<file path="src/logic/hydra_consts.svh">
`ifndef HYDRA_CONSTS_SVH
`define HYDRA_CONSTS_SVH

// one bank per input port
`define NUM_PORTS 4
`define PORT_W 2

// priority 7 is served first
`define NUM_PRIOS 8
`define PRIO_W 3

`define DATA_W 16
`define PAGES_PER_BANK 16
`define PAGE_W 4
// global page address is {bank, page}
`define ADDR_W 6
`define CNT_W 5
`define ALMOST_FULL_PAGES 4

`endif

</file>
<file path="src/logic/hydra_pkt_pkg.sv">
`include "hydra_consts.svh"

package hydra_pkt_pkg;

    // header word carried on the sop cycle
    typedef struct packed {
        logic [`DATA_W-`PRIO_W-`PORT_W-1:0] rsvd;
        logic [`PRIO_W-1:0]                 prior;
        logic [`PORT_W-1:0]                 dest;
    } pkt_header_s;

    // one bus word seen as header or as raw payload
    typedef union packed {
        pkt_header_s        hdr;
        logic [`DATA_W-1:0] raw;
    } pkt_word_u;

endpackage

</file>
<file path="src/logic/port_wr_frontend.sv">
`timescale 1ns/1ps
`include "hydra_consts.svh"

module port_wr_frontend (
    input  logic                     clk,
    input  logic                     rst_n,
    input  logic                     wr_sop,
    input  logic                     wr_vld,
    input  logic                     wr_eop,
    input  hydra_pkt_pkg::pkt_word_u wr_data,
    input  logic [`ADDR_W-1:0]       alloc_page,
    input  logic                     join_grant,
    output logic                     buf_wr,
    output logic                     buf_first,
    output logic                     buf_last,
    output logic [`DATA_W-1:0]       buf_word,
    output logic                     join_req,
    output logic [`PORT_W-1:0]       join_dest,
    output logic [`PRIO_W-1:0]       join_prior,
    output logic [`ADDR_W-1:0]       join_head,
    output logic [`ADDR_W-1:0]       join_tail
);
    import hydra_pkt_pkg::*;

    pkt_header_s        hdr;
    logic               first_pend;
    logic [`PORT_W-1:0] cur_dest;
    logic [`PRIO_W-1:0] cur_prior;
    logic [`ADDR_W-1:0] cur_head;

    assign hdr = wr_data.hdr;

    // payload goes straight to the bank and the header word is dropped
    assign buf_wr    = wr_vld && !wr_sop;
    assign buf_first = buf_wr && first_pend;
    assign buf_last  = buf_wr && wr_eop;
    assign buf_word  = wr_data.raw;

    always_ff @(posedge clk) begin
        if (!rst_n) begin
            first_pend <= 1'b0;
        end else if (wr_sop) begin
            first_pend <= 1'b1;
        end else if (buf_wr) begin
            first_pend <= 1'b0;
        end
    end

    // header fields and head page of the packet in flight
    always_ff @(posedge clk) begin
        if (wr_sop) begin
            cur_dest  <= hdr.dest;
            cur_prior <= hdr.prior;
        end
        if (buf_first) begin
            cur_head <= alloc_page;
        end
    end

    // held until the arbiter takes it
    always_ff @(posedge clk) begin
        if (!rst_n) begin
            join_req <= 1'b0;
        end else if (buf_last) begin
            join_req <= 1'b1;
        end else if (join_grant) begin
            join_req <= 1'b0;
        end
    end

    // snapshot at eop so the next sop leaves the pending join alone
    always_ff @(posedge clk) begin
        if (buf_last) begin
            join_dest  <= cur_dest;
            join_prior <= cur_prior;
            join_head  <= buf_first ? alloc_page : cur_head;
            join_tail  <= alloc_page;
        end
    end

endmodule

</file>
<file path="config.mk">
export PLATFORM = sky130hd
export DESIGN_NAME = port_wr_frontend
export DESIGN_NICKNAME = d
export VERILOG_FILES = /design/src/logic/hydra_pkt_pkg.sv /design/src/logic/port_wr_frontend.sv
export VERILOG_INCLUDE_DIRS = /design/src /design/src/logic
export SDC_FILE = /design/constraint.sdc
export NUM_CORES = 1
export LEC_CHECK = 0
export ABC_CLOCK_PERIOD_IN_PS = 940
export CORE_MARGIN = 2
export CORE_UTILIZATION = 50
export CTS_BUF_LIST = sky130_fd_sc_hd__clkbuf_4
export DETAILED_ROUTE_END_ITERATION = 10
export DONT_BUFFER_PORTS = 1
export PLACE_DENSITY = 0.79
export SLEW_MARGIN = 20
export SYNTH_ARGS = -nofsm -noshare
export SYNTH_HDL_FRONTEND = slang
export SYNTH_SLANG_ARGS = --single-unit
</file>
<file path="constraint.sdc">
create_clock -name clk -period 0.94 [get_ports clk]
set_input_delay 0.141 -clock clk [delete_from_list [all_inputs] [get_ports clk]]
set_output_delay 0.141 -clock clk [all_outputs]
set_load 0.01 [all_outputs]
</file>
Word level (Yosys, flattened, before mapping)
Index checks and enable logic that the tools add are counted.
{"block": "totals", "wordCells": 20, "register_bits": 30, "input_bits": 28}
{"block": "op_classes", "reduce_logical": 6, "mux": 5}
{"op": "two-way mux 6 bit", "count": 1}
{"op": "two-way mux 1 bit", "count": 4}
{"op": "nonzero test 2 bit", "count": 2}
{"op": "logical AND 1 bit", "count": 3}
{"op": "logical NOT 1 bit", "count": 1}

Logic depth before layout (Yosys ltp)
{"block": "depth", "ltp_word": 4, "depth_mapped": 2, "ltp_nobuf": 2}

Least setup slack after synthesis
OpenSTA, ideal clock, no wires.
{"block": "synth_timing", "path_kind": "input to register", "startpoint": "input port wr_sop", "endpoint": "register join_dest[0], enable pin", "setup_time_ps": 375, "t_arrival_ps": 706, "stages": 2, "setup_slack_ps": -141, "required_ps": 565, "path_buffers": 0, "cell_sequence": "nand3b_1 > inv_1"}
{"block": "synth_via", "elab_chain_len": 3}
{"element": "from (decl)", "line_no": "port_wr_frontend.sv:7", "source": "input logic wr_sop,"}
{"element": "logical NOT 1 bit", "line_no": "port_wr_frontend.sv:34", "source": "assign buf_wr = wr_vld && !wr_sop;"}
{"element": "logical AND 1 bit", "line_no": "port_wr_frontend.sv:34"}
{"element": "logical AND 1 bit", "line_no": "port_wr_frontend.sv:36", "source": "assign buf_last = buf_wr && wr_eop;"}
{"element": "named net buf_last", "line_no": "port_wr_frontend.sv:15", "source": "output logic buf_last,"}
{"element": "to (signal assigned)", "line_no": "port_wr_frontend.sv:74", "source": "join_dest <= cur_dest;"}
{"element": "to (decl)", "line_no": "port_wr_frontend.sv:18", "source": "output logic [`PORT_W-1:0] join_dest,"}
The timed path passes the listed nets, and every way through them passes these cells.
A chain may end at the register's enable or synchronous reset.

Final worst setup path
{"block": "layout_timing", "startpoint": "register first_pend", "endpoint": "register join_head[5] (data pin)"}
{"block": "layout_via", "elab_chain_len": 2}
{"element": "from (decl)", "line_no": "port_wr_frontend.sv:26", "source": "logic first_pend;"}
{"element": "from (signal assigned)", "line_no": "port_wr_frontend.sv:41", "source": "first_pend <= 1'b0;"}
{"element": "from (signal assigned)", "line_no": "port_wr_frontend.sv:43", "source": "first_pend <= 1'b1;"}
{"element": "from (signal assigned)", "line_no": "port_wr_frontend.sv:45", "source": "first_pend <= 1'b0;"}
{"element": "logical AND 1 bit", "line_no": "port_wr_frontend.sv:35", "source": "assign buf_first = buf_wr && first_pend;"}
{"element": "two-way mux 6 bit"}
{"element": "to (signal assigned)", "line_no": "port_wr_frontend.sv:76", "source": "join_head <= buf_first ? alloc_page : cur_head;"}
{"element": "to (decl)", "line_no": "port_wr_frontend.sv:20", "source": "output logic [`ADDR_W-1:0] join_head,"}
Every way passes these cells.

==> metrics <==
buffers inserted during post-CTS setup optimization 0; most frequent standard cell in the layout excluding fill and tap cells edfxtp_1; unrepaired setup endpoints after global routing true; number of CTS-inserted buffers 5; net total in the final layout 97; gate count after technology mapping slightly above 60; CTS H-tree depth 2; average wire per cell in the routed design ~15 µm; sequential fraction of the synthesis area about 76%; Final Wtd Congestion ~0.62; y dimension of the die ~50 µm; Worst Path Max Fanout 7; startpoint class of the critical path register; clock tree from TritonCTS built; combined global-route utilization of all metal layers between 10% and 20%; share of the clock period used by the worst path 115%; area of the mapped netlist 1080 µm²; final hold vios 0; violated checks negative setup slack; Setup WS post-layout -0.143 ns; status complete, but fails checks; fin. max-slew vios 0; kind of critical path register to register; net switching fraction of the power about a fifth; via count of the first global-routing pass 516; max-cap check violation count 0; Tightest Hold Check Type input pin to register; first-pass iteration count of the detailed router 2; antenna violations before repair 0; largest vdd supply drop 0.000927 V; synthesized flop and latch total 30; cell at the root of the clock tree clkbuf_4; synthesized area divided by synthesized cell count 17.7 µm²; worst reg-to-reg path cell count 2; flop-to-flop setup slack -0.14 ns; maximum buffer depth of the clock tree 2; I/O pin count 65; signed area change from the synthesized netlist to the final layout 13.6%; part of the total power dissipated in the clock network between 20% and 30%; endpoint kind of the worst setup timing path register; number of cells on the worst hold path 2; Net Switching 0.000504 W; post-detail-place hpwl around 970 µm; width of the die between 50 and 60 µm; global-route wire length before repair 2.30 mm; Via density 4.97; max frequency between 900 and 1000 MHz; combinational group share of total power between 7 and 8%; total leakage power approximately 0.45 nW; final critical-path required period around 1.1 ns; core footprint between 2000 and 2500 µm²; power per standard cell area between 1500 and 2000 nW/µm²; Placement Rows 16; largest net degree at the start of global routing 15; Min Hold Slack just over 0.09 ns; count of cell types in the netlist 12; warnings from Yosys 0; Die ar. roughly 2500 µm²; number of filler instances in the final layout roughly 150; vias between 400 and 500; Rel. slew slack about four fifths; number of endpoints failing setup at the final stage 9; transition time of the tightest slew-check pin between 0.2 and 0.3 ns; Placed Area 1040 µm²; post-route antenna net violation count 0; total congestion overflow 0; final instance area between 1000 and 1500 µm²; Layout Skew between 0.003 and 0.004 ns; initial standard-cell utilization of the core 53.9%; Mapped Nets slightly below 90; worst-skew pair later-pin latency around 0.31 ns; number of I/O port buffers 0; remaining design rule violation count 0; DRT Wirelength approximately 1.5 mm; sequential group share of total power 65.8%; Critical Path RT 1.00 ns; Internal Power around 0.0019 W; clock transition at the registers of the reported paths roughly 0.09 ns; layout cells sized above 1 25.7%; 1st-iter DRT viols 6; data arrival time at the worst-slack endpoint about 1.2 ns; sinks on the clock net 30; most frequent cells in the layout edfxtp_1, dlygate4sd3_1, dfxtp_1, mux2_2, clkbuf_4; overall power after layout around 0.0024 W; count of antenna diodes in the layout 0
worst max-delay path: stages (launching register included):
cell,delay (ns)
dfxtp_2,0.34
nand3b_4,0.13
mux2_2,0.36
layer usage:
metal  share of wire (%)  GRT usage [%]  up-vias
met5                   0              0        -
met4                 2.7           13.5        0
met3                 7.8           5.06        9
met2                  52           22.4       31
met1                  38           11.8      228
li1                    -              -      214
power by group through the flow:
stage	clock network, W	registers, W	logic, W
final	0.000655	0.00160	0.000178
after global routing	0.000744	0.00161	0.000197
after CTS	0.000677	0.00161	0.000180
after detailed placement	0	0.00164	0.000126
after global placement	0	0.00163	0.000114
after floorplan	0	0.00162	0.000165
sequential cells by signal, summed over array words and instances (netlist names):
signal and flops:
cur_prior 3, join_head 6, join_dest 2, join_req 1, cur_dest 2, first_pend 1
join_prior 3, join_tail 6, cur_head 6
cells in the mapped netlist:
cell,count,share of area (%)
edfxtp_1,22,61
buf_4,16,11
dfxtp_1,8,15
mux2_2,6,6.3
inv_1,2,0.70
a21boi_0,1,0.70
and2b_1,1,0.70
nand2b_1,1,0.58
nand3b_1,1,0.70
nand3b_4,1,1.9
nor2b_1,1,0.58
o21a_1,1,0.70
kinds of logic (layout without fill, tap and decap cells):
logic type	count (synthesis)	after routing	synth area share, %
buffers and inverters	18	27	11.8
DFF	30	30	76.1
and+or+nand+nor	5	5	4.41
muxes	6	6	6.26
AOI/OAI and AO/OA	2	2	1.39
timing repair:
item                                    4_1_cts  5_1_grt
cloned                                        0        0
gates resized for setup                       1        0
hold endpoints to repair                     24        0
pin swaps                                     1        0
endpoints found under the setup margin       10       13
hold buffers                                 14        0
final timing paths:
kind | start | end
worst min register to register | cur_prior[2] | join_prior[2]
worst max-delay path | first_pend | join_head[5]
worst min-delay path | wr_eop | join_req
worst max register to register | first_pend | join_head[5]
layout make-up:
| class | instances | area [µm²] | share of cell area [%] |
|---|---|---|---|
| clock buffers | 5 | 37.5 | 3.06 |
| clock inverters | 3 | 11.3 | 0.919 |
| inverters | 2 | 11.3 | 0.919 |
| multi-input cells | 13 | 134 | 10.9 |
| flip-flops and latches | 30 | 822 | 67.1 |
| well taps | 27 | 33.8 | 2.76 |
| repair buffers | 17 | 175 | 14.3 |
through the flow:
| stage | setup TNS (ns) | std cells | setup WS [ns] | utilization (%) |
|---|---|---|---|---|
| final | -0.945 | 97 | -0.143 | 61.2 |
| after global placement | -0.587 | 75 | -0.101 | 51.7 |
| after detailed placement | -0.811 | 75 | -0.142 | 51.7 |
| after CTS | -1.05 | 97 | -0.151 | 61.2 |
| after floorplan | -0.432 | 61 | -0.0740 | - |
| after global routing | -1.49 | 97 | -0.194 | 61.2 |
Note: power is estimated with default switching activity, not from simulation.
