$ cat config.mk
export PLATFORM = sky130hd
export DESIGN_NAME = port_rd_frontend
export DESIGN_NICKNAME = d
export VERILOG_FILES = /design/src/logic/hydra_sel_pkg.sv /design/src/logic/port_rd_frontend.sv
export VERILOG_INCLUDE_DIRS = /design/src /design/src/logic
export SDC_FILE = /design/constraint.sdc
export NUM_CORES = 1
export LEC_CHECK = 0
export ABC_CLOCK_PERIOD_IN_PS = 4400
export BUFFER_PORTS_ARGS = -buffer_cell sky130_fd_sc_hd__buf_2
export CELL_PAD_IN_SITES_DETAIL_PLACEMENT = 0
export CELL_PAD_IN_SITES_GLOBAL_PLACEMENT = 1
export CORE_MARGIN = 3
export CORE_UTILIZATION = 32
export CTS_BUF_LIST = sky130_fd_sc_hd__clkbuf_8
export DETAILED_ROUTE_END_ITERATION = 16
export GPL_TIMING_DRIVEN = 0
export HOLD_SLACK_MARGIN = 0.1
export PLACE_DENSITY = 0.92
export SYNTH_ARGS = -nofsm -noshare
export SYNTH_HDL_FRONTEND = slang
export SYNTH_SLANG_ARGS = --single-unit
$ cat constraint.sdc
create_clock -name clk -period 4.4 [get_ports clk]
set_input_delay 0.88 -clock clk [delete_from_list [all_inputs] [get_ports clk]]
set_output_delay 0.88 -clock clk [all_outputs]
set_load 0.1 [all_outputs]
$ cat src/logic/hydra_consts.svh
`ifndef HYDRA_CONSTS_SVH
`define HYDRA_CONSTS_SVH

// one bank per input port
`define NUM_PORTS 4
`define PORT_W 2

// priority 7 is served first
`define NUM_PRIOS 8
`define PRIO_W 3

`define DATA_W 16
`define PAGES_PER_BANK 16
`define PAGE_W 4
// global page address is {bank, page}
`define ADDR_W 6
`define CNT_W 5
`define ALMOST_FULL_PAGES 4

`endif

$ cat src/logic/hydra_sel_pkg.sv
`include "hydra_consts.svh"

package hydra_sel_pkg;

    // lowest set bit, 0 when the mask is empty
    function automatic logic [`PAGE_W-1:0] first_set(input logic [`PAGES_PER_BANK-1:0] mask);
        logic [`PAGE_W-1:0] idx;
        idx = '0;
        for (int i = `PAGES_PER_BANK - 1; i >= 0; i--) begin
            if (mask[i]) begin
                idx = `PAGE_W'(i);
            end
        end
        return idx;
    endfunction

    // highest set bit
    function automatic logic [`PRIO_W-1:0] last_set(input logic [`NUM_PRIOS-1:0] mask);
        logic [`PRIO_W-1:0] idx;
        idx = '0;
        for (int i = 0; i < `NUM_PRIOS; i++) begin
            if (mask[i]) begin
                idx = `PRIO_W'(i);
            end
        end
        return idx;
    endfunction

endpackage

$ cat src/logic/port_rd_frontend.sv
`timescale 1ns/1ps
`include "hydra_consts.svh"

module port_rd_frontend (
    input  logic                                clk,
    input  logic                                rst_n,
    input  logic                                ready,
    input  logic [`NUM_PRIOS-1:0]               q_nonempty,
    input  logic [`NUM_PRIOS-1:0][`ADDR_W-1:0]  q_head,
    input  logic [`DATA_W-1:0]                  rd_word,
    input  logic                                rd_last,
    input  logic [`ADDR_W-1:0]                  rd_next,
    output logic                                rd_sop,
    output logic                                rd_vld,
    output logic                                rd_eop,
    output logic [`DATA_W-1:0]                  rd_data,
    output logic [`ADDR_W-1:0]                  rd_page,
    output logic                                rd_take,
    output logic                                pop,
    output logic [`PRIO_W-1:0]                  pop_prior,
    output logic [`ADDR_W-1:0]                  pop_next
);
    import hydra_sel_pkg::*;

    logic               busy;
    logic               start;
    logic               active;
    logic [`PRIO_W-1:0] best_prior;
    logic [`PRIO_W-1:0] cur_prior;
    logic [`ADDR_W-1:0] cur_page;

    // strict priority among non-empty queues
    assign best_prior = last_set(q_nonempty);
    assign start      = !busy && ready && |q_nonempty;
    assign active     = busy || start;

    // head page is read in the cycle ready is seen
    assign rd_page   = busy ? cur_page : q_head[best_prior];
    assign rd_take   = active;
    assign pop       = active && rd_last;
    assign pop_prior = busy ? cur_prior : best_prior;
    assign pop_next  = rd_next;

    always_ff @(posedge clk) begin
        if (!rst_n) begin
            busy   <= 1'b0;
            rd_sop <= 1'b0;
            rd_vld <= 1'b0;
            rd_eop <= 1'b0;
        end else begin
            busy   <= active && !rd_last;
            rd_sop <= start;
            rd_vld <= active;
            rd_eop <= active && rd_last;
        end
    end

    // one page per cycle along the jump chain
    always_ff @(posedge clk) begin
        if (active) begin
            rd_data  <= rd_word;
            cur_page <= rd_next;
        end
        if (start) begin
            cur_prior <= best_prior;
        end
    end

endmodule

# Yosys cells after proc, flatten, opt, wreduce, memory -nomap -nowiden
# Cells that the tools add are included.
[totals]
register_bits = 29
output_inout_bits = 36
wordCells = 27
[classes]
order_cmp = 1
mux = 11
n_reduce_logical = 8
[ops]
columns = ["op", "count"]
rows = [
  ["two-way mux 3 bit", 7],
  ["binary-select mux 6 bit (select 3 bit)", 1],
  ["two-way mux 6 bit", 2],
  ["OR reduction 8 bit", 1],
  ["logical AND 1 bit", 4],
  ["< comparator 3 x 4 -> 1 bit, second input constant", 1],
  ["logical NOT 1 bit", 2],
  ["logical OR 1 bit", 1],
  ["two-way mux 1 bit", 1],
]

# Depth between registers and ports, before layout
[depth]
word_depth = 10
depth_mapped = 6
ltp_nobuf = 5

# Worst setup path after synthesis
# OpenSTA, ideal clock, no wires.
[synth_timing]
kind = "input -> output"
startpoint = "in q_nonempty[5]"
endpoint = "out pop"
arrival_time_ps = 3018
required_ps = 3520
setup_slack_ps = 502
cell_stages = 4
n_path_buf = 0
path_cell_list = "or4_4 > o41ai_4 > nand2b_2 > and2_1"
[synth_between]
elab_chain_len = 4
[synth_rtl]
columns = ["item", "line", "rtl"]
rows = [
  ["start: declaration", "port_rd_frontend.sv:8", "input logic [`NUM_PRIOS-1:0] q_nonempty,"],
  ["OR reduction 8 bit", "port_rd_frontend.sv:34", "assign start = !busy && ready && |q_nonempty;"],
  ["logical AND 1 bit", "port_rd_frontend.sv:34", ""],
  ["logical OR 1 bit", "port_rd_frontend.sv:35", "assign active = busy || start;"],
  ["named net rd_take", "port_rd_frontend.sv:18", "output logic rd_take,"],
  ["logical AND 1 bit", "port_rd_frontend.sv:40", "assign pop = active && rd_last;"],
  ["end: declaration", "port_rd_frontend.sv:19", "output logic pop,"],
]
# The timed path passes the listed nets, and every way through them passes these cells.

# Final worst setup path
[layout_timing]
startpoint = "in q_nonempty[6]"
endpoint = "out pop"
[layout_between]
elab_chain_len = 4
[layout_rtl]
columns = ["item", "line"]
rows = [
  ["OR reduction 8 bit", "port_rd_frontend.sv:34"],
  ["logical AND 1 bit", "port_rd_frontend.sv:34"],
  ["logical OR 1 bit", "port_rd_frontend.sv:35"],
  ["logical AND 1 bit", "port_rd_frontend.sv:40"],
]
# Every way passes these cells.

==> key figures <==
Drt
  • Post-route DRC: 0
  • WL final: approximately 4400 microns
  • Routed len/inst: 13.90 microns
  • DR vias/cell: roughly 4.7
  • Routed vias: between 1000 and 1500
  • Post-DRT Antenna Nets: 0
  • Starting DRC count in detailed routing: 34
  • Initial DRT Pass Iterations: 4

CTS
  • # clock sinks: 29
  • TritonCTS clock tree: done
  • Num CTS Buffers: 5
  • Cell chosen for the clock root: clkbuf_8
  • CTS H-tree depth: 2
  • Clk pin slew, worst setup/hold paths: around 0.060 ns
  • CTS max path bufs: 2
  • # hold bufs at CTS: 0
  • Post CTS Setup Buffer Count: 0
  • # resized after CTS: 0
  • Clock Latency Late Sink: 0.27 ns

Die
  • Initial Util: between 30% and 40%
  • Site Rows: 24
  • Die area: 5779 sq um
  • # IOs: 118
  • Die W: approximately 76 microns
  • Core Footprint: ~4500 sq um
  • Die Y: about 76 microns

Synth
  • Gate Count Post-Synth: around 120
  • Avg Synthesized Cell Area: ~13 sq um
  • Post-Syn Area: around 1600 sq um
  • Area contributors post-synth: edfxtp_1 48%, mux2i_1 12%, dfxtp_1 5.1%
  • Number of flops mapped to enable cells by yosys: 25
  • Ys Warns: 0
  • Area leader, netlist: edfxtp_1
  • Net Count, Synth: a little over 200
  • Distinct cell type count after synthesis: 32
  • Post-synth top area share: 47.85%
  • Async SR Flop Fraction: 0%
  • Sequential share of the synthesized area: 52.95%
  • Synth Register Bits: 29
  • Most used DFF post-synth: edfxtp_1

Power
  • Net Sw Power: 0.3430 mW
  • Clk pwr share: approximately 28%
  • Comb power frac: 36.2%
  • Static leakage: 1.119 nW
  • VDD IR-drop max: between 300 and 400 uV
  • Power Internal: around 0.56 mW
  • Sequential Power Share: 35.8%
  • Switch share: 37.96%
  • Pwr Density: 385.7 nW/um^2

Timing
  • Fmax: about 260 MHz
  • Final Skew: between 0.003 and 0.004 ns
  • Setup TNS: 0 ns
  • Max-slew violation count: 0
  • Final setup fails: 0
  • Tmin final: ~3.8 ns
  • Max-slew headroom: 60.83%
  • Final hold violation count: 0
  • Final worst path period share: between 80% and 90%
  • RSZ-0062 raised after global routing: false
  • Least-Margin Pin Slew: 0.5875 ns

Finish
  • Share of cells above drive strength 1: between 50 and 60%
  • Final cell count without fillers: roughly 310
  • # nets final: 330
  • Ant. Diodes: 0
  • Commonest non-fill, non-tap cell in the layout: buf_2
  • Area Growth Syn to Fin: 49.28%
  • Most frequent cells in the layout: 118 x buf_2, 25 x edfxtp_1, 19 x mux2i_1

Global routing
  • Congestion Overflow GR: 0
  • Initial antenna violation count: 0
  • Tot GR Track Use: 15.17%
  • Number of global-route vias before repair: 1489
  • Largest net degree at the start of global routing: 27
  • First-pass GRT wire length: ~7100 microns

Hold path
  • HP Class: primary input to flip-flop
  • Min-Delay Path Depth: 1

Critical path
  • Crit path max fanout: 26
  • Crit path DAT: just under 3 ns
  • R2R cell count: 3
  • Critical path required time: roughly 3.5 ns
  • WS Path Type: primary input to output port
  • Startpoint types: primary input
  • Crit end category: output port

Run
  • Max-Cap Viols: 0

Placed design
  • Final Wtd Congestion: a little under 0.8
  • DPL Wire Length: around 3600 microns
  • DP Cell Count: approximately 310
  • IO Port Bufs: between 100 and 150

Status
  • Outcome: finished, final reports clean
[power groups by stage]
stage | Combinational (mW) | Clock (mW) | Sequential (mW)
after detailed placement | 0.329 | 0 | 0.329
after CTS | 0.330 | 0.263 | 0.324
final | 0.327 | 0.253 | 0.324
after global placement | 0.327 | 0 | 0.329
after global routing | 0.343 | 0.276 | 0.325
after floorplan | 0.170 | 0 | 0.411
[worst paths after layout]
| check | start | endpoint | slack [ns] |
|---|---|---|---|
| worst max-delay path | q_nonempty[6] | pop | 0.61 |
| worst min-delay path | rd_word[2] | rd_data[2] | 0.78 |
| worst max register to register | busy | busy | 3.04 |
| worst min register to register | busy | cur_prior[2] | 1.12 |
[cells by family (layout without fill, tap and decap cells)]
logic type | count (synthesis) | after routing | synth area share, %
AOI/OAI and AO/OA | 30 | 30 | 17.70
buffers and inverters | 13 | 138 | 5.103
DFF | 29 | 29 | 52.95
muxes | 21 | 21 | 13.56
and+or+nand+nor | 31 | 31 | 10.69
[worst max-delay path, cell delays in order]
cell	delay (ns)
buf_2	0.16
or4_4	0.58
o41ai_4	0.29
nand2b_2	0.41
and2_1	0.30
buf_2	0.28
[layer usage]
metal	wire length, microns	vias up	global-route usage [%]	share of wire, %
li1	-	717	-	-
met1	1752	652	17.48	40
met2	2061	98	26.24	47
met3	507	7	6.147	12
met4	43	0	3.804	0.99
met5	0	-	0	0
[area by class of cell]
class	instances	area, sq um
Fill cell	422	2192
Sequential cell	29	830.8
Multi-Input combinational cell	82	658.1
Timing Repair Buffer	117	585.6
Tap cell	65	81.33
Clock buffer	5	68.82
Buffer	10	68.82
Clock inverter	3	37.54
Inverter	3	11.26
[Yosys cell counts, types with 2 or more instances]
cell type,n
o221ai_1,5
edfxtp_1,25
mux2_2,2
buf_4,8
inv_1,3
mux2i_1,19
nor2_1,16
and2_1,2
a21boi_0,6
nand3_1,2
a21oi_1,7
dfxtp_1,4
a221o_1,6
[sequential cells by signal (all words and copies together) (netlist names)]
| register | cells |
|---|---|
| busy | 1 |
| cur_page | 6 |
| rd_eop | 1 |
| rd_data | 16 |
| rd_sop | 1 |
| cur_prior | 3 |
| rd_vld | 1 |
[through the flow]
stage	instance area, sq um	power, mW	utilization [%]	worst slack, ns	hold WS, ns
5_1_grt	2342	0.9441	51.66	0.4622	0.7646
4_1_cts	2342	0.9162	51.66	0.5706	0.7654
3_5_place_dp	2236	0.6583	49.31	0.5717	1.058
3_3_place_gp	2236	0.6560	49.31	0.6030	1.057
6_report	2342	0.9034	51.66	0.6063	0.7795
2_1_floorplan	1569	0.5811	-	0.5021	0.9168
Power figures use the tool's default switching activity.
