===== config.mk =====
export PLATFORM = sky130hd
export DESIGN_NAME = queue_manager
export DESIGN_NICKNAME = d
export VERILOG_FILES = /design/src/logic/queue_manager.sv
export VERILOG_INCLUDE_DIRS = /design/src /design/src/logic
export SDC_FILE = /design/constraint.sdc
export NUM_CORES = 1
export LEC_CHECK = 0
export ABC_AREA = 1
export BUFFER_PORTS_ARGS = -buffer_cell sky130_fd_sc_hd__buf_2
export CORE_MARGIN = 8
export CORE_UTILIZATION = 53
export DETAILED_ROUTE_END_ITERATION = 10
export HOLD_SLACK_MARGIN = 0.05
export PLACE_DENSITY = 0.73
export SLEW_MARGIN = 20
export SYNTH_ARGS = -nofsm -noshare
export SYNTH_HDL_FRONTEND = slang
export SYNTH_SLANG_ARGS = --single-unit

===== constraint.sdc =====
create_clock -name clk -period 8.97 [get_ports clk]
set_input_delay 0.897 -clock clk [delete_from_list [all_inputs] [get_ports clk]]
set_output_delay 0.897 -clock clk [all_outputs]
set_load 0.05 [all_outputs]

===== src/logic/hydra_consts.svh =====
`ifndef HYDRA_CONSTS_SVH
`define HYDRA_CONSTS_SVH

// one bank per input port
`define NUM_PORTS 4
`define PORT_W 2

// priority 7 is served first
`define NUM_PRIOS 8
`define PRIO_W 3

`define DATA_W 16
`define PAGES_PER_BANK 16
`define PAGE_W 4
// global page address is {bank, page}
`define ADDR_W 6
`define CNT_W 5
`define ALMOST_FULL_PAGES 4

`endif


===== src/logic/queue_manager.sv =====
`timescale 1ns/1ps
`include "hydra_consts.svh"

module queue_manager (
    input  logic                                               clk,
    input  logic                                               rst_n,
    input  logic                                               enq_vld,
    input  logic [`PORT_W-1:0]                                 enq_dest,
    input  logic [`PRIO_W-1:0]                                 enq_prior,
    input  logic [`ADDR_W-1:0]                                 enq_head,
    input  logic [`ADDR_W-1:0]                                 enq_tail,
    input  logic [`NUM_PORTS-1:0]                              pop,
    input  logic [`NUM_PORTS-1:0][`PRIO_W-1:0]                 pop_prior,
    input  logic [`NUM_PORTS-1:0][`ADDR_W-1:0]                 pop_next,
    output logic [`NUM_PORTS-1:0][`NUM_PRIOS-1:0]              q_nonempty,
    output logic [`NUM_PORTS-1:0][`NUM_PRIOS-1:0][`ADDR_W-1:0] q_head,
    output logic                                               link_en,
    output logic [`ADDR_W-1:0]                                 link_from,
    output logic [`ADDR_W-1:0]                                 link_to
);
    logic [`NUM_PORTS-1:0][`NUM_PRIOS-1:0][`ADDR_W-1:0] tail;
    logic [`NUM_PORTS-1:0][`NUM_PRIOS-1:0][`CNT_W-1:0]  cnt;
    logic [`NUM_PORTS-1:0][`NUM_PRIOS-1:0]              enq_hit;
    logic [`NUM_PORTS-1:0][`NUM_PRIOS-1:0]              pop_hit;
    logic [`CNT_W-1:0]                                  enq_cnt;
    logic                                               enq_fresh;

    always_comb begin
        for (int d = 0; d < `NUM_PORTS; d++) begin
            for (int p = 0; p < `NUM_PRIOS; p++) begin
                enq_hit[d][p]    = enq_vld && enq_dest == d && enq_prior == p;
                pop_hit[d][p]    = pop[d] && pop_prior[d] == p;
                q_nonempty[d][p] = cnt[d][p] != '0;
            end
        end
    end

    // target queue is empty or drains in this same cycle
    assign enq_cnt   = cnt[enq_dest][enq_prior];
    assign enq_fresh = enq_cnt == '0
        || (enq_cnt == `CNT_W'(1) && pop_hit[enq_dest][enq_prior]);

    assign link_en   = enq_vld && !enq_fresh;
    assign link_from = tail[enq_dest][enq_prior];
    assign link_to   = enq_head;

    always_ff @(posedge clk) begin
        if (!rst_n) begin
            cnt <= '0;
        end else begin
            for (int d = 0; d < `NUM_PORTS; d++) begin
                for (int p = 0; p < `NUM_PRIOS; p++) begin
                    cnt[d][p] <= cnt[d][p] + `CNT_W'(enq_hit[d][p]) - `CNT_W'(pop_hit[d][p]);
                end
            end
        end
    end

    // head follows the jump table on pop and restarts on a fresh enqueue
    always_ff @(posedge clk) begin
        for (int d = 0; d < `NUM_PORTS; d++) begin
            for (int p = 0; p < `NUM_PRIOS; p++) begin
                if (pop_hit[d][p]) begin
                    q_head[d][p] <= pop_next[d];
                end
                if (enq_hit[d][p]) begin
                    tail[d][p] <= enq_tail;
                    if (enq_fresh) begin
                        q_head[d][p] <= enq_head;
                    end
                end
            end
        end
    end

endmodule


# Word-level counts from Yosys, hierarchy flattened
# Cells that the tools add are included.
dict set report totals {
  in_bits 60
  register_bits 544
}
dict set report op_classes {
  n_eq_ne 39
  mux 108
  n_lt_le_gt_ge 2
  reduce_logical 111
  addsub 64
}
# op n
set ops {}
lappend ops {{2-to-1 mux 6 bit} 97}
lappend ops {{adder 5 x 1 -> 5 bit} 32}
lappend ops {{nonzero test 5 bit} 32}
lappend ops {{subtractor 5 x 1 -> 5 bit} 32}
lappend ops {{binary-select mux 48 bit (select 2 bit)} 1}
lappend ops {{binary-select mux 40 bit (select 2 bit)} 1}
lappend ops {{logical AND 1 bit} 70}
lappend ops {{== test 3 bit (second input constant)} 20}
lappend ops {{2-to-1 mux 48 bit} 1}
lappend ops {{2-to-1 mux 40 bit} 1}
lappend ops {{== test 3 x 2 -> 1 bit (second input constant)} 10}
lappend ops {{binary-select mux 6 bit (select 3 bit)} 1}
lappend ops {{binary-select mux 8 bit (select 2 bit)} 1}
lappend ops {{binary-select mux 5 bit (select 3 bit)} 1}
lappend ops {{== test 3 x 1 -> 1 bit (second input constant)} 5}
lappend ops {{zero test 3 bit} 5}
lappend ops {{2-to-1 mux 8 bit} 1}
lappend ops {{== test 5 x 1 -> 1 bit (second input constant)} 1}
lappend ops {{zero test 5 bit} 1}
lappend ops {{2-to-1 mux 5 bit} 1}
lappend ops {{== test 2 bit (second input constant)} 2}
lappend ops {{less-than comparator 3 x 4 -> 1 bit (second input constant)} 1}
lappend ops {{binary-select mux 1 bit (select 3 bit)} 1}
lappend ops {{less-than comparator 2 x 3 -> 1 bit (second input constant)} 1}
lappend ops {{5 further kinds} 5}

# Longest topological paths before layout
dict set report depth {
  depth_word 10
  depth_mapped 17
  ltp_nobuf 16
}

# Worst setup path before layout
# Ideal clock, no wire load.
dict set report synth_path {
  path_kind {input -> output}
  start {input port enq_dest[1]}
  end {output port link_from[1]}
  n_path_buf 3
  required_ns 8.073
  path_slack_ns 5.068
  path_stages 8
  arrival_time_ns 3.005
  path_cell_list {nor2_1 -> clkbuf_1 -> clkbuf_1 -> clkbuf_1 -> a22oi_1 -> a21oi_1 -> nor3_1 -> a22oi_1}
}
dict set report synth_between {
  elab_chain_len 4
}
# item line_no
set synth_rtl {}
lappend synth_rtl {{start, declared} queue_manager.sv:8} ;# input logic [`PORT_W-1:0] enq_dest,
lappend synth_rtl {{binary-select mux 48 bit (select 2 bit)} queue_manager.sv:44} ;# assign link_from = tail[enq_dest][enq_prior];
lappend synth_rtl {{2-to-1 mux 48 bit (implied by the code)} queue_manager.sv:44}
lappend synth_rtl {{binary-select mux 6 bit (select 3 bit)} queue_manager.sv:44}
lappend synth_rtl {{2-to-1 mux 6 bit (implied by the code)} queue_manager.sv:44}
lappend synth_rtl {{end, declared} queue_manager.sv:18} ;# output logic [`ADDR_W-1:0] link_from,
# Every way passes these cells. The select of a mux whose other input is x is not followed.

# Worst setup path after layout
dict set report layout_path {
  start {input port enq_dest[0]}
  end {output port link_en}
}
dict set report layout_between {
  elab_chain_len 9
}
# item line_no
set layout_rtl {}
lappend layout_rtl {{binary-select mux 40 bit (select 2 bit)} queue_manager.sv:39} ;# assign enq_cnt = cnt[enq_dest][enq_prior];
lappend layout_rtl {{2-to-1 mux 40 bit (implied by the code)} queue_manager.sv:39}
lappend layout_rtl {{binary-select mux 5 bit (select 3 bit)} queue_manager.sv:39}
lappend layout_rtl {{2-to-1 mux 5 bit (implied by the code)} queue_manager.sv:39}
lappend layout_rtl {{== test 5 x 1 -> 1 bit} queue_manager.sv:41} ;# || (enq_cnt == `CNT_W'(1) && pop_hit[enq_dest][enq_prior]);
lappend layout_rtl {{logical AND 1 bit} queue_manager.sv:41}
lappend layout_rtl {{logical OR 1 bit *} queue_manager.sv:40} ;# assign enq_fresh = enq_cnt == '0
lappend layout_rtl {{zero test 1 bit *} queue_manager.sv:43} ;# assign link_en = enq_vld && !enq_fresh;
lappend layout_rtl {{logical AND 1 bit *} queue_manager.sv:43}
lappend layout_rtl {{end, declared} queue_manager.sv:17} ;# output logic link_en,
# Every way passes the cells marked *; elsewhere a longest branch is shown, timed or not. The select of a mux whose other input is x is not followed.

==> qor.csv <==
stage;metric;value;unit
outcome;status;completed;
power;power_frac_seq;38.0;%
timing;hold_viol_final;0;
critical_path;worst_setup_path_start_kind;input pin;
yosys;syn_area;28100;sq um
placed_design;port_buffers;296;
power;p_int;4.97;mW
critical_path;cp_max_fo;114;
die;dieHeight;246;um
critical_path;critPathKind;input pin to primary output;
yosys;yosysWarnings;0;
global_routing;overflow;0;
yosys;synthTopCellsByCount;815 x nand2_1, 450 x inv_1, 352 x dfxtp_1;
final_layout;nFillCells;4640;
critical_path;path_cells;buf_2 > nand2_2 > clkinv_2 > o21ai_1 > nand4_1 > a22oi_1 > nand3_1 > nand2_8 > a21oi_1 > buf_2;
placed_design;place.gp.congestion;0.950;
global_routing;met2_usage;46.1;%
clock_network;post-cts-setup-buffer-count;0;
yosys;yosys.cell_count.top_type;nand2_1;
power;power_switching;3.43;mW
global_routing;grt.met1_usage;35.4;%
detailed_routing;first_iter_violations;2723;
yosys;syn_inst;3424;
timing;holdWs;0.552;ns
detailed_routing;drcViolationCount;0;
final_layout;area_growth;13.8;%
power;vdd.ir_drop.worst;177;uV
critical_path;crit_required;8.07;ns
critical_path;cp.arrival;4.36;ns
die;core;52400;sq um
detailed_routing;dr.pass1.iters;7;
clock_network;ctsResizeCount;0;
power;p_clk_share;28.0;%
timing;relSlewSlack;27.4;%
clock_network;clk_path_buf_depth;3;
global_routing;grt_max_degree;115;
power;p_per_area;263;nW/um^2
timing;setup_viol;0;
detailed_routing;routed_wl;88700;um
yosys;synth_seq_area_share;45.6;%
global_routing;grt.busiest_layer;met2;
yosys;ys_ff_latch;544;
detailed_routing;drt-vias-per-instance;5.64;
clock_network;clockRootBuffer;clkbuf_16;
die;die_w;246;um
critical_path;crit_buf_inv;3;
die;row_count;84;
timing;drv_slew;0;
placed_design;placed_area;30100;sq um
die;ios;297;
timing;worstMarginPinSlew;1.09;ns
clock_network;htree_levels;2;
clock_network;cts.sinks;544;
global_routing;grt_pass1_wl;133000;um
clock_network;cts_inserted_buffers;57;
power;p_comb_share;34.0;%
global_routing;antenna_found_initial;2;
critical_path;cp_top_family;simple AND/OR/NAND/NOR gates;
final_layout;final_layout_size_suffix_gt1_share;12.6;%
critical_path;crit_top_cell;buf_2;
yosys;syn-num-nets;3708;
hold_path;hold_class;flop to flop;
power;swShare;40.9;%
detailed_routing;wl_per_cell;20.1;um
clock_network;path_clk_slew;0.06;ns
yosys;synthFlopType;dfxtp_1;
yosys;synth_edf_count;192;
critical_path;slowest_delay;0.86;ns
detailed_routing;vias;24800;
final_layout;final_nets;3950;
yosys;synth.avg_cell_area;8.21;sq um
final_layout;design_area;32000;sq um
clock_network;clock_latency;0.64;ns
timing;post-route-period-util;58.6;%
timing;period_minus_slack;5.26;ns
timing;tns;0;ns
die;start_util;53.6;%
hold_path;min-delay-start;q_head[86];
die;die_area;60600;sq um
timing;rsz0062_at_grt;no;
job;max_cap_violations;0;
yosys;async_flop_share;0;%
critical_path;reg2reg_from;cnt[146];
yosys;synth_top_area_share;25.1;%
clock_network;cts_tree;yes;
timing;skew;0.0316;ns
global_routing;use_met3;4.46;%
critical_path;cp-end-kind;primary output;
critical_path;crit_slowest_cell;clkinv_2;
power;p_leak;15.2;nW
global_routing;grt_use_total;28.1;%
yosys;synth_top_area_cell;dfxtp_1;
timing;clock.fmax;190;MHz
yosys;synth_cell_types;35;
placed_design;dp_hpwl;61300;um
detailed_routing;ant_nets;0;
clock_network;ctsHoldBuffers;0;
yosys;synth_area_leaders;dfxtp_1 25%, edfxtp_1 21%, nand2_1 11%;
critical_path;crit_path_start;enq_dest[0];
global_routing;grt_pass1_vias;23000;
==> worst min-delay path, cell delays in order (launching register included) <==
cell and delay, ns:
dfxtp_1 0.32, nand2_1 0.05, o21ai_0 0.06, nand2_1 0.05, nand2_1 0.04
==> sequential cells by signal, summed over array words and instances, names as in the netlist <==
name	flops
cnt	160
q_head	192
tail	192
==> final cells by class <==
cell class | count | area (sq um) | share of cell area, %
Antenna cell | 4 | 10.0 | 0.0313
Clock buffer | 82 | 1630 | 5.10
Clock inverter | 22 | 223 | 0.697
Inverter | 457 | 1720 | 5.37
Multi-Input combinational cell | 2266 | 12900 | 40.4
Sequential cell | 544 | 12800 | 40.1
Tap cell | 688 | 861 | 2.69
Timing Repair Buffer | 340 | 1810 | 5.67
==> power groups by stage <==
stage	Sequential (mW)	Clock, mW	Combinational (mW)
2_1_floorplan	3.88	0	1.44
3_3_place_gp	3.23	0	2.80
3_5_place_dp	3.23	0	2.84
4_1_cts	3.18	2.38	2.85
5_1_grt	3.22	2.47	3.09
6_report	3.19	2.35	2.86
==> stage by stage <==
stage          utilization (%)  worst slack, ns  instances  power (mW)
2_1_floorplan                -             5.07       3424        5.32
3_3_place_gp              57.4             3.78       4295        6.03
3_5_place_dp              57.4             3.73       4295        6.07
4_1_cts                   60.9             3.80       4399        8.41
5_1_grt                   60.9             3.50       4401        8.78
6_report                  61.0             3.71       4403        8.40
==> cells by family after synthesis <==
| kind of cell | synth area share, % |
|---|---|
| AND/OR/NAND/NOR | 20.8 |
| AO/OA/AOI/OAI | 12.9 |
| flip-flops | 45.6 |
| adder cells (fa/ha/maj) | 10.8 |
| XOR/XNOR | 1.18 |
| buffers and inverters | 8.63 |
==> final timing paths <==
check               end  slack [ns]  cells after the start
min reg2reg  q_head[86]        0.55                      4
min          q_head[86]        0.55                      4
max reg2reg  q_head[52]        5.11                     14
max             link_en        3.71                     10
==> layer usage <==
metal / wire, um / up-vias
met3: 7510 / 257
met5: 0 / -
met1: 34700 / 11600
met2: 41300 / 1083
met4: 5160 / 0
li1: - / 11900
==> layout by cell type, fill, tap and decap left out, drive strengths merged, types with 17 or more instances in the layout <==
cell type	n
a22oi	99
clkinv	20
a21oi	177
xor2	32
ha	192
a211oi	17
buf	340
edfxtp	192
clkbuf	82
nor3	24
nand2	818
nor2	231
inv	456
fa	32
dfxtp	352
nand4	202
nand3	62
o21ai	344
Power figures use the tool's default switching activity.
