**config.mk**
```make
export PLATFORM = sky130hd
export DESIGN_NAME = page_buffer
export DESIGN_NICKNAME = d
export VERILOG_FILES = /design/src/logic/hydra_sel_pkg.sv /design/src/logic/page_buffer.sv
export VERILOG_INCLUDE_DIRS = /design/src /design/src/logic
export SDC_FILE = /design/constraint.sdc
export NUM_CORES = 2
export LEC_CHECK = 0
export ABC_AREA = 1
export BUFFER_PORTS_ARGS = -buffer_cell sky130_fd_sc_hd__buf_2
export CAP_MARGIN = 20
export CORE_UTILIZATION = 25
export DETAILED_ROUTE_END_ITERATION = 8
export GPL_ROUTABILITY_DRIVEN = 1
export PLACE_DENSITY = 0.4
export SETUP_SLACK_MARGIN = 0.05
export SYNTH_ARGS = -nofsm -noshare
export SYNTH_HDL_FRONTEND = slang
export SYNTH_SLANG_ARGS = --single-unit
export TNS_END_PERCENT = 30
```
**constraint.sdc**
```tcl
create_clock -name clk -period 9.8 [get_ports clk]
set_clock_uncertainty 0.1 [all_clocks]
set_input_delay 1.96 -clock clk [delete_from_list [all_inputs] [get_ports clk]]
set_output_delay 1.96 -clock clk [all_outputs]
set_load 0.005 [all_outputs]
```
**src/logic/hydra_consts.svh**
```systemverilog
`ifndef HYDRA_CONSTS_SVH
`define HYDRA_CONSTS_SVH

// one bank per input port
`define NUM_PORTS 4
`define PORT_W 2

// priority 7 is served first
`define NUM_PRIOS 8
`define PRIO_W 3

`define DATA_W 16
`define PAGES_PER_BANK 16
`define PAGE_W 4
// global page address is {bank, page}
`define ADDR_W 6
`define CNT_W 5
`define ALMOST_FULL_PAGES 4

`endif

```
**src/logic/hydra_sel_pkg.sv**
```systemverilog
`include "hydra_consts.svh"

package hydra_sel_pkg;

    // lowest set bit, 0 when the mask is empty
    function automatic logic [`PAGE_W-1:0] first_set(input logic [`PAGES_PER_BANK-1:0] mask);
        logic [`PAGE_W-1:0] idx;
        idx = '0;
        for (int i = `PAGES_PER_BANK - 1; i >= 0; i--) begin
            if (mask[i]) begin
                idx = `PAGE_W'(i);
            end
        end
        return idx;
    endfunction

    // highest set bit
    function automatic logic [`PRIO_W-1:0] last_set(input logic [`NUM_PRIOS-1:0] mask);
        logic [`PRIO_W-1:0] idx;
        idx = '0;
        for (int i = 0; i < `NUM_PRIOS; i++) begin
            if (mask[i]) begin
                idx = `PRIO_W'(i);
            end
        end
        return idx;
    endfunction

endpackage

```
**src/logic/page_buffer.sv**
```systemverilog
`timescale 1ns/1ps
`include "hydra_consts.svh"

module page_buffer (
    input  logic                               clk,
    input  logic                               rst_n,
    input  logic [`NUM_PORTS-1:0]              buf_wr,
    input  logic [`NUM_PORTS-1:0]              buf_first,
    input  logic [`NUM_PORTS-1:0]              buf_last,
    input  logic [`NUM_PORTS-1:0][`DATA_W-1:0] buf_word,
    input  logic                               link_en,
    input  logic [`ADDR_W-1:0]                 link_from,
    input  logic [`ADDR_W-1:0]                 link_to,
    input  logic [`NUM_PORTS-1:0][`ADDR_W-1:0] rd_page,
    input  logic [`NUM_PORTS-1:0]              rd_take,
    output logic [`NUM_PORTS-1:0][`ADDR_W-1:0] alloc_page,
    output logic [`NUM_PORTS-1:0][`DATA_W-1:0] rd_word,
    output logic [`NUM_PORTS-1:0]              rd_last,
    output logic [`NUM_PORTS-1:0][`ADDR_W-1:0] rd_next,
    output logic                               full,
    output logic                               almost_full
);
    import hydra_sel_pkg::*;

    localparam int NUM_PAGES = `NUM_PORTS * `PAGES_PER_BANK;

    logic [`DATA_W-1:0] word_mem [NUM_PAGES];
    logic               last_mem [NUM_PAGES];
    logic [`ADDR_W-1:0] jump_mem [NUM_PAGES];

    logic [`NUM_PORTS-1:0][`PAGES_PER_BANK-1:0] free_map;
    logic [`NUM_PORTS-1:0][`PAGE_W-1:0]         prev_page;
    logic [`NUM_PORTS-1:0][`CNT_W-1:0]          free_cnt;
    logic [`NUM_PORTS-1:0]                      bank_full;
    logic [`NUM_PORTS-1:0]                      bank_low;

    // lowest free page of each bank
    always_comb begin
        for (int b = 0; b < `NUM_PORTS; b++) begin
            alloc_page[b] = {`PORT_W'(b), first_set(free_map[b])};
            free_cnt[b]   = `CNT_W'($countones(free_map[b]));
            bank_full[b]  = free_cnt[b] == '0;
            bank_low[b]   = free_cnt[b] <= `CNT_W'(`ALMOST_FULL_PAGES);
        end
    end

    assign full        = |bank_full;
    assign almost_full = |bank_low;

    // writes claim a page and reads hand one back
    always_ff @(posedge clk) begin
        if (!rst_n) begin
            free_map <= '1;
        end else begin
            for (int b = 0; b < `NUM_PORTS; b++) begin
                if (buf_wr[b]) begin
                    free_map[b][alloc_page[b][`PAGE_W-1:0]] <= 1'b0;
                end
            end
            for (int p = 0; p < `NUM_PORTS; p++) begin
                if (rd_take[p]) begin
                    free_map[rd_page[p][`ADDR_W-1:`PAGE_W]][rd_page[p][`PAGE_W-1:0]] <= 1'b1;
                end
            end
        end
    end

    always_ff @(posedge clk) begin
        for (int b = 0; b < `NUM_PORTS; b++) begin
            if (buf_wr[b]) begin
                word_mem[alloc_page[b]] <= buf_word[b];
                last_mem[alloc_page[b]] <= buf_last[b];
                prev_page[b]            <= alloc_page[b][`PAGE_W-1:0];
                // chain from the previous page of the same packet
                if (!buf_first[b]) begin
                    jump_mem[{`PORT_W'(b), prev_page[b]}] <= alloc_page[b];
                end
            end
        end
        // tail of one packet to head of the next in a queue
        if (link_en) begin
            jump_mem[link_from] <= link_to;
        end
    end

    always_comb begin
        for (int p = 0; p < `NUM_PORTS; p++) begin
            rd_word[p] = word_mem[rd_page[p]];
            rd_last[p] = last_mem[rd_page[p]];
            rd_next[p] = jump_mem[rd_page[p]];
        end
    end

endmodule

```
* Word-level counts from Yosys, hierarchy flattened
Memories as Yosys holds them, arrays and structs flattened. Cells that the tools add are included.
Storage, ports and cells: word-level logic and storage cells 254, memories 3, memory bits (writable) 1472, bits in registers 80, output and inout port bits 118, input port bits 119
Operators by class: order comparisons 28, mux-type cells 125, add/subtract/negate cells 60, bitwise gates (word level) 12, reductions and logical operators 18
Memory list:
- word_mem | words 64, bits a word 16, rd ports 4, clocked after memory_dff 0, write ports 4, RTL line page_buffer.sv:27 | logic [`DATA_W-1:0] word_mem [NUM_PAGES];
- jump_mem | words 64, bits a word 6, rd ports 4, clocked after memory_dff 0, write ports 5, RTL line page_buffer.sv:29 | logic [`ADDR_W-1:0] jump_mem [NUM_PAGES];
- last_mem | words 64, bits a word 1, rd ports 4, clocked after memory_dff 0, write ports 4, RTL line page_buffer.sv:28 | logic last_mem [NUM_PAGES];
Operators with widths (count):
- $mux W64 | 7
- $mux W4 | 64
- $or A64 B64 Y64 | 4
- $mux W16 | 12
- $demux W16 S2 | 4
- $add A1 B1 Y2 | 32
- $and A16 B16 Y16 | 4
- $not A16 Y16 | 4
- $add A2 B2 Y3 | 16
- $lt A4 B5 Y1 const B | 8
- $add A3 B3 Y4 | 8
- $demux W1 S4 | 8
- $ge A4 B1 Y1 const B | 8
- $mux W1 | 30
- $add A4 B4 Y5 | 4
- $le A5 B3 Y1 const B | 4
- $logic_not A5 Y1 | 4
- $logic_and A1 B1 Y1 | 12
- $lt A2 B3 Y1 const B | 4
- $ge A2 B1 Y1 const B | 4
- $reduce_or A4 Y1 | 2

* Longest topological paths before layout
depth after elaboration 35, mapped depth 20, depth with buffers taken out 19

* Worst setup path before layout
OpenSTA, ideal clock, no wires.
kind register to output, start point reg free_map[43] in the netlist's numbering, end point out almost_full, path slack 4.019 ns, arrival time 3.721 ns, data required time 7.740 ns, stages on the path, launching flop included 18, path through dfxtp_1 > fa_1 > inv_1 > fa_1 > inv_1 > fa_1 > inv_1 > fa_1 > inv_1 > ha_1 > inv_1 > fa_1 > a21oi_1 > nor3_1 > nand2_1 > o21ai_0 > a311oi_1 > nand3_1
On the way: longest elaborated chain between the ends 6
Ends and longest elaborated chain:
- start: declaration | RTL line page_buffer.sv:31 | logic [`NUM_PORTS-1:0][`PAGES_PER_BANK-1:0] free_map;
- start signal: assignment | RTL line page_buffer.sv:53 | free_map <= '1;
- start signal: indexed assignment | RTL line page_buffer.sv:57 | free_map[b][alloc_page[b][`PAGE_W-1:0]] <= 1'b0;
- start signal: indexed assignment | RTL line page_buffer.sv:62 | free_map[rd_page[p][`ADDR_W-1:`PAGE_W]][rd_page[p][`PAGE_W-1:0]] <= 1'b1;
- $add A1 B1 Y2 (not written as such) | RTL line page_buffer.sv:41 | free_cnt[b] = `CNT_W'($countones(free_map[b]));
- $add A2 B2 Y3 (not written as such) | RTL line page_buffer.sv:41
- $add A3 B3 Y4 (not written as such) | RTL line page_buffer.sv:41
- $add A4 B4 Y5 (not written as such) | RTL line page_buffer.sv:41
- $le A5 B3 Y1 | RTL line page_buffer.sv:43 | bank_low[b] = free_cnt[b] <= `CNT_W'(`ALMOST_FULL_PAGES);
- $reduce_or A4 Y1 | RTL line page_buffer.sv:48 | assign almost_full = |bank_low;
- end: declaration | RTL line page_buffer.sv:21 | output logic almost_full
Every way passes these cells.

==> summary.md <==
| Metric | Value |
|---|---|
| Run status | finished, violations left |
| Failing checks | design-rule violations |
| Cell chain of the critical path | buf_2 -> inv_1 -> nand2_4 -> buf_4 -> o221ai_1 -> a22o_1 -> o21ai_0 -> nand4_1 -> buf_2 |
| Leading area contributor after synthesis | edfxtp_1 |
| Routability cong. | roughly 0.95 |
| Cts bufs inserted | around 200 |
| Synth Register Bits | 1552 |
| Starting density of the core | between 20% and 30% |
| CP Class | input port to output pin |
| Largest net degree at the start of global routing | 111 |
| Vias per cell | 6.51 |
| Most frequent CP cell | buf_2 |
| Sequential Power Share | roughly two fifths |
| Net Sw Frac | approximately 31% |
| Busiest grt layer | met2 |
| Die span in y | about 620 um |
| Final Hold Fails | 0 |
| Total gr overflow | 0 |
| Vias post-DR | between 90000 and 100k |
| Period Utilization, post-route | roughly 84% |
| Crit. End Element | output pin |
| Global-route wire length before repair | a little over 800000 um |
| Met2 global-route usage | between 40 and 50% |
| Worst-path clk slew | roughly 50 ps |
| Worst reg2reg startpoint | free_map[46] |
| Die area | between 300000 and 400000 um^2 |
| Slowest stage cell, crit path | o21ai_0 |
| Setup bufs post-CTS | 0 |
| Post-CTS sizing | 0 |
| Cell Area, Synth | 95700 um^2 |
| Number of flops mapped to enable cells by yosys | roughly 1500 |
| Worst min path class | register to register |
| FF-to-FF path depth | 12 |
| IO Pins | approximately 240 |
| Vias in the first global route | 92045 |
| Port Buf Inserts | roughly 230 |
| Mapped Avg Cell Area | 9.58 um^2 |
| Routed len/inst | around 40 um |
| MaxCap Viol Count | 0 |
| Cell Pwr Density | around 160 nW/um^2 |
| Share of cells above drive strength 1 | under 10% |
| Unrepaired setup endpoints after global routing | no |
| YS warnings | 0 |
| Slew @ Worst Pin | about 1300 ps |
| LEAKAGE | between 30 and 40 nW |
| Remaining DRCs | 4 |
| H-tree depth | 4 |
| Mapped Cells | between 9000 and 10000 |
| # setup viols final | 0 |
| CP Buf/Inv Count | 4 |
| Clk buf depth | 4 |
| CP max stage delay | roughly 760 ps |
| Main synth FF type | edfxtp_1 |
| TritonCTS clock tree | built |
| Detailed Routing Iterations Pass 1 | 9 |
| Final count of pins violating max slew | 0 |
| Sink Count | around 1600 |
| Worst-Skew Late Latency | 900 ps |
| Ys async rst share | 0% |
| WP data arrival | just over 6000 ps |
| Crit-path max FO | between 50 and 60 |
| Top cell type's share of synthesized area | approximately 47% |
| Max_slew headroom | 10.8% |
| Top-count cell post-synth | nand2_1 |
| Sequential-to-total area share from yosys stat | 48.0% |
| Detail Placement HPWL | around 380000 um |
| R2R Setup Slk | approximately 5600 ps |
| Final WL | 604000 um |
| Met3 global-route usage | around 8.7% |
| FF-to-FF End | word_mem[41][15] |
| Total power draw | 17.6 mW |
| Fin crit period | 8210 ps |
| Family with the most delay on the worst path | buffers and inverters |
| Crit. Startpoint | rd_page[0] |
| Comb pwr share | 16.7% |
| CTS root buf | clkbuf_16 |
| Power Internal | 12.2 mW |
| Critical path depth | 9 |
| Nets | a little over 10000 |
| Initial antenna violation count | 90 |
| Area growth from synthesis to layout | 14.6% |
| Most common library cells after synthesis | nand2_1 (1518), edfxtp_1 (1488), o221ai_1 (1487) |
| Final ANT Viol Nets | 0 |
| M1 GR Usage | a little under two fifths |
| Unique masters post-synth | 45 |
| Worst setup path endpoint | rd_word[6] |
| Cts hold-fix bufs | 0 |
| Startpoint types | input port |
| Fin Setup TNS | 0 ps |
| VDD IR max | 0.142 mV |
| Req. time, crit path | 7740 ps |
| Row count | 226 |
| Initial DRC Count | between 15000 and 20000 |
| Net Sw Power | approximately 5.4 mW |
| Synth area leaders | edfxtp_1 (47%), o221ai_1 (14%), a22oi_1 (12%), nand2_1 (6.0%), inv_1 (4.5%) |
| Total GRT Usage | 30.1% |
| Max Clk Rate | 0.122 GHz |
| CORE AREA | around 380000 um^2 |
| Clock Power Share | around two fifths |
| Die width | approximately 620 um |
| Fillcell total | 39979 |
==> through the flow <==
step / instances / area (um^2) / hold slack [ps] / util, % / worst slack (ps)
3_3_place_gp: 14664 / 103000 / 340 / 27.1 / 1540
5_1_grt: 15049 / 110000 / 387 / 28.8 / 1590
3_5_place_dp: 14679 / 103000 / 343 / 27.2 / 1710
2_1_floorplan: 9996 / 95700 / 319 / - / 4020
4_1_cts: 15021 / 109000 / 359 / 28.8 / 1700
6_report: 15071 / 110000 / 362 / 28.8 / 1590
==> tightest hold or removal path, stage by stage (launching register included) <==
cell and delay [ps]:
dfxtp_1 310, nand2_1 60, nand2_1 40
==> cell usage in the layout, fill, tap and decap left out, types with 27 or more instances in the layout <==
master        n
dfxtp_1      64
o21ai_0     438
nand4_1     221
a22o_1      270
buf_4       301
a41oi_1      88
a21oi_1     184
buf_2       231
nor3_1       35
clkbuf_1     36
nand2_1    1510
clkinv_1     48
fa_1         40
inv_1      1121
a22oi_1    1472
o221ai_1   1487
clkinv_2     32
edfxtp_1   1488
nand3_1      71
diode_2      41
buf_12       76
clkbuf_16   201
a211oi_1     27
nor2_1      296
==> cells by family after synthesis <==
family | Yosys count | synth area share [%]
and+or+nand+nor | 2200 | 9.47
xor gates and xnor gates | 4 | 0.0366
adders and majority gates | 60 | 1.10
AOI/OAI and AO/OA | 4065 | 32.6
DFF | 1552 | 48.0
other | 2 | 0.00785
buffers and inverters | 2107 | 8.72
==> worst min path at each step <==
stage / start / end / slack (ps) / cells past startpoint
6_report: free_map[36] / free_map[36] / 360 / 2
3_3_place_gp: free_map[52] / free_map[52] / 340 / 2
5_1_grt: free_map[36] / free_map[36] / 390 / 2
2_1_floorplan: free_map[20] / free_map[20] / 320 / 2
4_1_cts: free_map[20] / free_map[20] / 360 / 2
3_5_place_dp: free_map[36] / free_map[36] / 340 / 2
==> layer usage <==
layer | up-vias | share of wire, %
li1 | 39210 | -
met1 | 48720 | 38
met2 | 8290 | 42
met3 | 1889 | 12
met4 | 44 | 8.0
met5 | - | 0.045
==> state kept, by name (all words and copies together) (netlist names) <==
register	cells
word_mem	1024
jump_mem	384
free_map	64
last_mem	64
prev_page	16
==> cell type report <==
cell class / instances / area, um^2 / share of cell area [%]
multi-input combinational: 6337 / 41700 / 38.0
inverter: 1165 / 4410 / 4.03
antenna: 41 / 103 / 0.0936
timing repair buffer: 618 / 5070 / 4.63
clock inverter: 100 / 893 / 0.815
sequential: 1552 / 46000 / 41.9
clock buffer: 242 / 5220 / 4.76
tap: 5016 / 6280 / 5.72
==> power by group through the flow <==
stage               Combinational [mW]  Clock, mW  Sequential, mW
floorplan                         1.34          0            7.49
global placement                  2.79          0            7.51
detailed placement                2.79          0            7.51
CTS                               2.80       7.35            7.37
global route                      2.96       7.58            7.38
finish                            2.93       7.29            7.37
No activity file was read; power rests on OpenSTA's default activity.
